## config.mk

```make
export PLATFORM = sky130hd
export DESIGN_NAME = adder_unit_top
export DESIGN_NICKNAME = d
export VERILOG_FILES = /design/src/lau_pkg.sv /design/src/prefix_and_or.sv /design/src/prefix_adder.sv /design/src/operand_stage.sv /design/src/result_fifo.sv /design/src/bus_port.sv /design/src/adder_unit_top.sv
export VERILOG_INCLUDE_DIRS = /design/src
export SDC_FILE = /design/constraint.sdc
export NUM_CORES = 1
export LEC_CHECK = 0
export ABC_AREA = 1
export BUFFER_PORTS_ARGS = -buffer_cell sky130_fd_sc_hd__buf_2
export CORE_MARGIN = 5
export CORE_UTILIZATION = 60
export CTS_CLUSTER_SIZE = 40
export DETAILED_ROUTE_END_ITERATION = 12
export GPL_ROUTABILITY_DRIVEN = 0
export HOLD_SLACK_MARGIN = 0.02
export PLACE_DENSITY = 0.82
export SYNTH_ARGS = -nofsm -noshare
export SYNTH_HDL_FRONTEND = slang
export SYNTH_SLANG_ARGS = --single-unit
```

## constraint.sdc

```tcl
create_clock -name clk -period 3.6 [get_ports clk]
set_clock_uncertainty 0.15 [all_clocks]
set_input_delay 0.18 -clock clk [delete_from_list [all_inputs] [get_ports clk]]
set_output_delay 0.18 -clock clk [all_outputs]
set_load 0.005 [all_outputs]
```

## src/lau_defines.svh

```systemverilog
/*
 * adder unit constants
 * word width, result FIFO depth, bus width and register map
 */
`ifndef LAU_DEFINES_SVH
`define LAU_DEFINES_SVH

`define LAU_WIDTH      16   // operand and sum width
`define LAU_FIFO_DEPTH 4    // result entries, power of two
`define LAU_DATA_W     32   // wishbone data width

// word addresses, 2-bit adr
`define LAU_ADR_A      2'd0
`define LAU_ADR_B      2'd1
`define LAU_ADR_RESULT 2'd2
`define LAU_ADR_STATUS 2'd3

`endif

```

## src/lau_pkg.sv

```systemverilog
/*
 * adder unit package
 * speed selection, log2 helper and the result FIFO entry
 */
`include "lau_defines.svh"

package lau_pkg;

	// floor(log2(n)), n > 0
	function automatic int log2floor(input int n);
		int m;
		int p;
		m = -1;
		p = 1;
		while (p <= n) begin
			m = m + 1;
			p = p * 2;
		end
		return m;
	endfunction

	typedef enum logic [1:0] {
		SLOW   = 2'b00,  // serial prefix / ripple
		MEDIUM = 2'b01,  // brent-kung
		FAST   = 2'b10   // sklansky
	} speed_e;

	// carry on top so the packed layout is {carry, sum}
	typedef struct packed {
		logic                  carry;
		logic [`LAU_WIDTH-1:0] sum;
	} result_t;

endpackage

```

## src/prefix_and_or.sv

```systemverilog
/*
 * generate/propagate prefix tree
 * serial, Brent-Kung or Sklansky structure picked by speed
 */
`timescale 1ns/1ps

module prefix_and_or #(
	parameter int              width = 8,             // word width
	parameter lau_pkg::speed_e speed = lau_pkg::FAST  // tree structure
) (
	input  logic [width-1:0] gi,  // bit generate
	input  logic [width-1:0] pi,  // bit propagate
	output logic [width-1:0] go,  // group generate, bit 0 up to i
	output logic [width-1:0] po   // group propagate, bit 0 up to i
);
	import lau_pkg::*;

	localparam int n = width;
	localparam int m = $clog2(width);  // tree depth

	if (speed == FAST) begin : g_sklansky
		logic [m:0][n-1:0] gt, pt;  // per-level gen/prop
		assign gt[0] = gi;
		assign pt[0] = pi;
		for (genvar l = 1; l <= m; l++) begin : g_level
			for (genvar j = 0; j < n; j++) begin : g_bit
				if ((j >> (l-1)) % 2 == 1) begin : g_black
					// last bit of the lower half block
					localparam int src = ((j >> (l-1)) << (l-1)) - 1;
					assign gt[l][j] = gt[l-1][j] | (pt[l-1][j] & gt[l-1][src]);
					assign pt[l][j] = pt[l-1][j] & pt[l-1][src];
				end else begin : g_white
					assign gt[l][j] = gt[l-1][j];  // pass through
					assign pt[l][j] = pt[l-1][j];
				end
			end
		end
		assign go = gt[m];
		assign po = pt[m];
	end else if (speed == MEDIUM) begin : g_brent_kung
		logic [2*m-1:0][n-1:0] gt, pt;  // up-sweep then down-sweep levels
		assign gt[0] = gi;
		assign pt[0] = pi;
		// up-sweep, combine at the top of each 2**l block
		for (genvar l = 1; l <= m; l++) begin : g_up
			for (genvar j = 0; j < n; j++) begin : g_bit
				if ((j + 1) % (2 ** l) == 0) begin : g_black
					assign gt[l][j] = gt[l-1][j] | (pt[l-1][j] & gt[l-1][j - 2**(l-1)]);
					assign pt[l][j] = pt[l-1][j] & pt[l-1][j - 2**(l-1)];
				end else begin : g_white
					assign gt[l][j] = gt[l-1][j];
					assign pt[l][j] = pt[l-1][j];
				end
			end
		end
		// down-sweep fills the mid points, block size shrinks per level
		for (genvar l = m + 1; l < 2*m; l++) begin : g_down
			localparam int d = 2*m - l;
			for (genvar j = 0; j < n; j++) begin : g_bit
				if (((j + 1) % (2 ** d) == 2 ** (d-1)) && (j >= 2 ** d)) begin : g_black
					assign gt[l][j] = gt[l-1][j] | (pt[l-1][j] & gt[l-1][j - 2**(d-1)]);
					assign pt[l][j] = pt[l-1][j] & pt[l-1][j - 2**(d-1)];
				end else begin : g_white
					assign gt[l][j] = gt[l-1][j];
					assign pt[l][j] = pt[l-1][j];
				end
			end
		end
		assign go = gt[2*m-1];
		assign po = pt[2*m-1];
	end else begin : g_serial
		logic [n-1:0] gt, pt;  // one chain, n-1 levels deep
		assign gt[0] = gi[0];
		assign pt[0] = pi[0];
		for (genvar i = 1; i < n; i++) begin : g_bit
			assign gt[i] = gi[i] | (pi[i] & gt[i-1]);
			assign pt[i] = pi[i] & pt[i-1];
		end
		assign go = gt;
		assign po = pt;
	end

endmodule

```

## src/prefix_adder.sv

```systemverilog
/*
 * binary adder with carry-out
 * ripple for SLOW, parallel-prefix carry lookahead otherwise
 */
`timescale 1ns/1ps

module prefix_adder #(
	parameter int              width = 8,
	parameter lau_pkg::speed_e speed = lau_pkg::FAST
) (
	input  logic [width-1:0] a,
	input  logic [width-1:0] b,
	output logic [width-1:0] sum,
	output logic             carry  // carry out of the top bit
);
	import lau_pkg::*;

	if (speed == SLOW) begin : g_ripple
		logic [width:0] wide;  // sum with carry bit on top
		assign wide = {1'b0, a} + {1'b0, b};
		assign sum = wide[width-1:0];
		assign carry = wide[width];
	end else begin : g_prefix
		logic [width-1:0] gi, pi;  // prefix inputs
		logic [width-1:0] go;      // carry into bit i+1
		logic [width-1:0] pt;      // half sum, a xor b

		assign gi = a & b;
		assign pi = a | b;
		assign pt = ~gi & pi;

		prefix_and_or #(
			.width(width),
			.speed(speed)
		) u_prefix (
			.gi(gi),
			.pi(pi),
			.go(go),
			.po()  // group propagate not needed for plain add
		);

		assign sum = pt ^ {go[width-2:0], 1'b0};  // carry in to bit 0 is zero
		assign carry = go[width-1];
	end

endmodule

```

## src/operand_stage.sv

```systemverilog
/*
 * operand stage
 * keeps operand A, adds B on arrival and hands the sum to the FIFO
 */
`timescale 1ns/1ps
`include "lau_defines.svh"

module operand_stage #(
	parameter lau_pkg::speed_e speed = lau_pkg::FAST
) (
	input  logic                  clk,
	input  logic                  rst,
	input  logic                  load_a,     // write to A
	input  logic                  load_b,     // accepted write to B
	input  logic [`LAU_WIDTH-1:0] operand,    // bus write data
	output logic                  push,
	output lau_pkg::result_t      push_data
);
	logic [`LAU_WIDTH-1:0] opa;  // operand A
	logic [`LAU_WIDTH-1:0] sum;
	logic                  carry;

	always_ff @(posedge clk) begin
		if (rst) begin
			opa <= '0;  // B without A adds to zero
		end else if (load_a) begin
			opa <= operand;
		end
	end

	prefix_adder #(
		.width(`LAU_WIDTH),
		.speed(speed)
	) u_adder (
		.a    (opa),
		.b    (operand),  // B straight from the bus, never stored
		.sum  (sum),
		.carry(carry)
	);

	// entry goes into the FIFO at the end of the answer cycle
	assign push = load_b;
	assign push_data.sum = sum;
	assign push_data.carry = carry;

endmodule

```

## src/result_fifo.sv

```systemverilog
/*
 * result FIFO
 * circular buffer of depth entries of any packed type
 */
`timescale 1ns/1ps

module result_fifo #(
	parameter type entry_t = logic,
	parameter int  depth   = 4  // power of two
) (
	input  logic                                clk,
	input  logic                                rst,
	input  logic                                push,
	input  entry_t                              push_data,
	input  logic                                pop,
	output entry_t                              head,  // oldest entry
	output logic                                empty,
	output logic                                full,
	output logic [lau_pkg::log2floor(depth):0] count
);
	import lau_pkg::*;

	localparam int aw = log2floor(depth);  // pointer width

	entry_t          mem [depth];
	logic [aw-1:0]   wr_ptr, rd_ptr;  // wrap on their own
	logic            do_push, do_pop;

	assign empty = (count == '0);
	assign full = (count == (aw+1)'(depth));
	assign do_push = push & ~full;  // drop push when full
	assign do_pop = pop & ~empty;   // drop pop when empty
	assign head = mem[rd_ptr];

	always_ff @(posedge clk) begin
		if (do_push) begin
			mem[wr_ptr] <= push_data;
		end
	end

	always_ff @(posedge clk) begin
		if (rst) begin
			wr_ptr <= '0;
			rd_ptr <= '0;
			count <= '0;
		end else begin
			if (do_push) wr_ptr <= wr_ptr + 1'b1;
			if (do_pop) rd_ptr <= rd_ptr + 1'b1;
			// push and pop together leave count alone
			case ({do_push, do_pop})
				2'b10: count <= count + 1'b1;
				2'b01: count <= count - 1'b1;
				default: count <= count;
			endcase
		end
	end

endmodule

```

## src/bus_port.sv

```systemverilog
/*
 * wishbone classic slave for the adder unit
 * one-cycle answer, err on B write into a full FIFO, result pop on read
 */
`timescale 1ns/1ps
`include "lau_defines.svh"

module bus_port (
	input  logic                                          clk,
	input  logic                                          rst,
	input  logic                                          cyc,
	input  logic                                          stb,
	input  logic                                          we,
	input  logic [1:0]                                    adr,
	input  logic [`LAU_DATA_W-1:0]                        dat_w,
	output logic [`LAU_DATA_W-1:0]                        dat_r,
	output logic                                          ack,
	output logic                                          err,
	output logic                                          load_a,
	output logic                                          load_b,
	output logic [`LAU_WIDTH-1:0]                         operand,
	input  lau_pkg::result_t                              head,
	input  logic                                          empty,
	input  logic                                          full,
	input  logic [lau_pkg::log2floor(`LAU_FIFO_DEPTH):0] count,
	output logic                                          pop
);
	import lau_pkg::*;

	localparam int cw = log2floor(`LAU_FIFO_DEPTH) + 1;  // count width

	logic                   req;  // new request this cycle
	logic                   wr_a, wr_b, rd_res, rd_stat;
	logic [`LAU_DATA_W-1:0] rd_word;

	// master still holds stb during the answer, don't answer twice
	assign req = cyc & stb & ~ack & ~err;
	assign wr_a = req & we & (adr == `LAU_ADR_A);
	assign wr_b = req & we & (adr == `LAU_ADR_B);
	assign rd_res = req & ~we & (adr == `LAU_ADR_RESULT);
	assign rd_stat = req & ~we & (adr == `LAU_ADR_STATUS);

	// read word, zero for A/B reads and when nothing is read
	always_comb begin
		rd_word = '0;
		if (rd_res && !empty) begin
			rd_word[`LAU_DATA_W-1] = 1'b1;          // valid
			rd_word[$bits(result_t)-1:0] = head;     // {carry, sum}
		end else if (rd_stat) begin
			rd_word[cw-1:0] = count;
		end
	end

	always_ff @(posedge clk) begin
		if (rst) begin
			ack <= 1'b0;
			err <= 1'b0;
			load_a <= 1'b0;
			load_b <= 1'b0;
			pop <= 1'b0;
			dat_r <= '0;
		end else begin
			ack <= req & ~(wr_b & full);
			err <= wr_b & full;  // no room, nothing pushed
			load_a <= wr_a;
			load_b <= wr_b & ~full;
			pop <= rd_res & ~empty;
			dat_r <= rd_word;
		end
	end

	always_ff @(posedge clk) begin
		if (req) operand <= dat_w[`LAU_WIDTH-1:0];  // lines up with load strobes
	end

endmodule

```

## src/adder_unit_top.sv

```systemverilog
/*
 * adder unit top
 * bus port, operand stage and result FIFO
 */
`timescale 1ns/1ps
`include "lau_defines.svh"

module adder_unit_top #(
	parameter lau_pkg::speed_e speed = lau_pkg::FAST
) (
	input  logic                   clk,
	input  logic                   rst,
	input  logic                   cyc,
	input  logic                   stb,
	input  logic                   we,
	input  logic [1:0]             adr,
	input  logic [`LAU_DATA_W-1:0] dat_w,
	output logic [`LAU_DATA_W-1:0] dat_r,
	output logic                   ack,
	output logic                   err
);
	import lau_pkg::*;

	logic                                  load_a, load_b;
	logic [`LAU_WIDTH-1:0]                 operand;
	logic                                  push, pop;
	result_t                               push_data, head;
	logic                                  empty, full;
	logic [log2floor(`LAU_FIFO_DEPTH):0]   count;  // fill level

	bus_port u_bus_port (
		.clk    (clk),
		.rst    (rst),
		.cyc    (cyc),
		.stb    (stb),
		.we     (we),
		.adr    (adr),
		.dat_w  (dat_w),
		.dat_r  (dat_r),
		.ack    (ack),
		.err    (err),
		.load_a (load_a),
		.load_b (load_b),
		.operand(operand),
		.head   (head),
		.empty  (empty),
		.full   (full),
		.count  (count),
		.pop    (pop)
	);

	operand_stage #(
		.speed(speed)
	) u_operand_stage (
		.clk      (clk),
		.rst      (rst),
		.load_a   (load_a),
		.load_b   (load_b),
		.operand  (operand),
		.push     (push),
		.push_data(push_data)
	);

	result_fifo #(
		.entry_t(result_t),
		.depth  (`LAU_FIFO_DEPTH)
	) u_result_fifo (
		.clk      (clk),
		.rst      (rst),
		.push     (push),
		.push_data(push_data),
		.pop      (pop),
		.head     (head),
		.empty    (empty),
		.full     (full),
		.count    (count)
	);

endmodule

```

==> reports/results.ini <==
[pwr]
cellInternalPower_w=0.002611
clkPwrFrac_pct=47.1
swShare_pct=20.27
irDropWorstVdd_mv=0.3016
total_leakage_power_nw=2.951
power_frac_comb_pct=3.4
switchingPower_w=0.0006639
seq_power_share_pct=49.5
power_density_nw_per_um2=476.1

[floorplan]
num_io_pins=73
dieHeight_microns=108.5
die_area_sq_um=11760
start_util_pct=60.63
dieWidth_microns=108.5
rows=36
coreArea_sq_um=9594

[grt]
track_usage_pct=19.61
grt_pass1_vias=3960
grt_overflow=0
grt_antenna_before_repair=0
grt_pass1_wl_mm=17.59
grt_max_degree=35

[outcome]
status=completed

[cells_and_area]
final_area_sq_um=6879
drive_gt1_share_pct=14.83
fin_nets=719
antenna_cells=0
syn2layout_area_growth_pct=18.26

[logic_synthesis]
yosysWarnings=0
ys_ff_latch=131
ys_top_cells_by_area=edfxtp_1 (43%), dfxtp_1 (16%), ha_1 (7.3%)
synth-seq-area-share_pct=59.54
postSynthCellCount=569
ys_types=31
synth_top_area_share_pct=43.36
netlist_area_sq_um=5817
syn_avg_cell_area_sq_um=10.22
synth_top_area_cell=edfxtp_1

[clocking]
cts_buffer_depth=2
cts-root-buf=clkbuf_8
cts_buffers=17
post_cts_resized=0
cts_sinks=131
htreeDepth=4
cts_tree=built
clkTransAtPathRegs_ns=0.06
clk_latency_ns=0.52

[setup_path]
critPathMaxFanout=7
critPathCaptureType=flop
critPathArrivalTime_ns=2.72
crit_required_ns=3.71
start_kind=flop
critical_path_class=reg2reg

[detailed_routing]
ant_nets=0
vias=4021
wl_per_cell_microns=13.69
vias_per_cell=5.109
drc_errors=0
drtIter0Drc=275
firstDrtPassIters=5
routed_wl_mm=10.78

[timing]
slew_viol_final=0
setup_violations=0
fin_setup_tns_ns=0
relSlewSlack_pct=33.93
min_period_ns=2.605
rsz0062_at_grt=no
worst_pin_slew_ns=0.9897
hold_viol=0
post-route-period-util_pct=72.37
fmax_mhz=383.8

[placement]
port_buffers=42
postPlaceCellArea_sq_um=6100
hpwl_mm=6.657

[worst_hold_path]
hp-class=in2reg

[run]
max_cap_violations=0

through the flow:
stage | utilization, % | hold slack, ns | std cells | setup WS [ns] | power, W
after detailed placement | 63.58 | 0.2081 | 732 | 1.009 | 0.001742
after global placement | 63.58 | 0.2065 | 732 | 1.055 | 0.001736
after global routing | 71.70 | 0.1398 | 787 | 0.7746 | 0.003385
after floorplan | - | 0.1024 | 582 | 1.242 | 0.001720
final | 71.70 | 0.1353 | 787 | 0.9947 | 0.003275
after CTS | 71.70 | 0.1199 | 787 | 0.9902 | 0.003286
what timing repair did:
item / in CTS / in global routing
endpoints found under the hold margin: 23 / 0
hold buffers: 23 / 0
buffers inserted: 0 / 0
cells in the mapped netlist (all sizes together):
cell,n
xnor2,1
and2,1
clkbuf,8
a21o,1
dfxtp,47
nand3,13
conb,1
a31o,1
nand4,1
nor2,88
edfxtp,84
nor4,1
inv,86
o21ai,58
nor3,4
a21oi,44
xor2,3
fa,5
ha,34
o22ai,3
nand2,62
buf,23
worst paths after layout:
check        depth (start not counted)                                  from  slack [ns]                           endpoint
max reg2reg                         11       u_bus_port.operand[0]$_DFFE_PN_        0.99  u_result_fifo.mem[2][8]$_DFFE_PP_
min reg2reg                          2  u_result_fifo.rd_ptr[1]$_SDFFE_PP0P_        0.31                               flop
min                                  4                                   stb        0.14    u_bus_port.operand[1]$_DFFE_PN_
max                                 11       u_bus_port.operand[0]$_DFFE_PN_        0.99  u_result_fifo.mem[2][8]$_DFFE_PP_
logic make-up after synthesis:
| kind of cell | share of synthesized area (%) |
|---|---|
| other | 0.06447 |
| XOR/XNOR | 0.6024 |
| AND/OR/NAND/NOR | 11.96 |
| flip-flops | 59.54 |
| buffers and inverters | 8.776 |
| AO/OA/AOI/OAI | 10.02 |
| adder cells (fa/ha/maj) | 9.034 |
power groups by stage:
stage	Clock, W	Combinational [W]	Sequential [W]
finish	0.00154	0.000110	0.00162
global route	0.00164	0.000125	0.00162
floorplan	0	0.0000699	0.00165
detailed placement	0	0.0000887	0.00165
CTS	0.00156	0.000108	0.00162
global placement	0	0.0000842	0.00165
state kept, by name (all words and copies together) (netlist names), named ones only:
register / cells
u_result_fifo.mem: 68
u_bus_port.dat_r: 17
u_bus_port.operand: 16
u_operand_stage.opa: 16
u_result_fifo.count: 3
u_result_fifo.rd_ptr: 2
u_result_fifo.wr_ptr: 2
u_bus_port.ack: 1
u_bus_port.err: 1
u_bus_port.load_a: 1
u_bus_port.load_b: 1
u_bus_port.pop: 1
area by class of cell:
class	count	area [sq um]
Timing Repair Buffer	71	485.5
Multi-Input combinational cell	334	1892
Clock inverter	9	51.30
Clock buffer	23	498.0
Sequential cell	131	3463
Inverter	86	322.8
Fill cell	589	2715
Tap cell	133	166.4
critical path: stages, from the launching register on:
cell	delay [ns]
edfxtp_1	0.35
ha_1	0.15
inv_1	0.05
fa_1	0.38
inv_1	0.11
nand2_1	0.06
nand2_1	0.09
nand3_1	0.09
nand2_1	0.20
inv_1	0.09
fa_1	0.54
inv_1	0.09
routing by layer:
metal  routed length, microns  global-route usage (%)  part of all wire (%)
met5                        0                       0                     0
met4                      130                   8.206                   1.2
met3                      736                   5.910                   6.8
met2                     5510                   34.42                    51
met1                     4399                   22.16                    41
placed cells by master (no fill, tap or decap), drive strengths merged, types with 3 or more instances in the layout:
cell / netlist / routed
dfxtp: 47 / 47
buf: 23 / 48
nor2: 88 / 88
dlygate4sd3: 0 / 23
edfxtp: 84 / 84
ha: 34 / 34
nor3: 4 / 4
nand3: 13 / 13
inv: 86 / 86
clkbuf: 8 / 23
xor2: 3 / 3
fa: 5 / 5
conb: 1 / 14
a21oi: 44 / 44
clkinv: 0 / 8
o22ai: 3 / 3
nand2: 62 / 62
o21ai: 58 / 58
(Power assumes the default switching activity.)
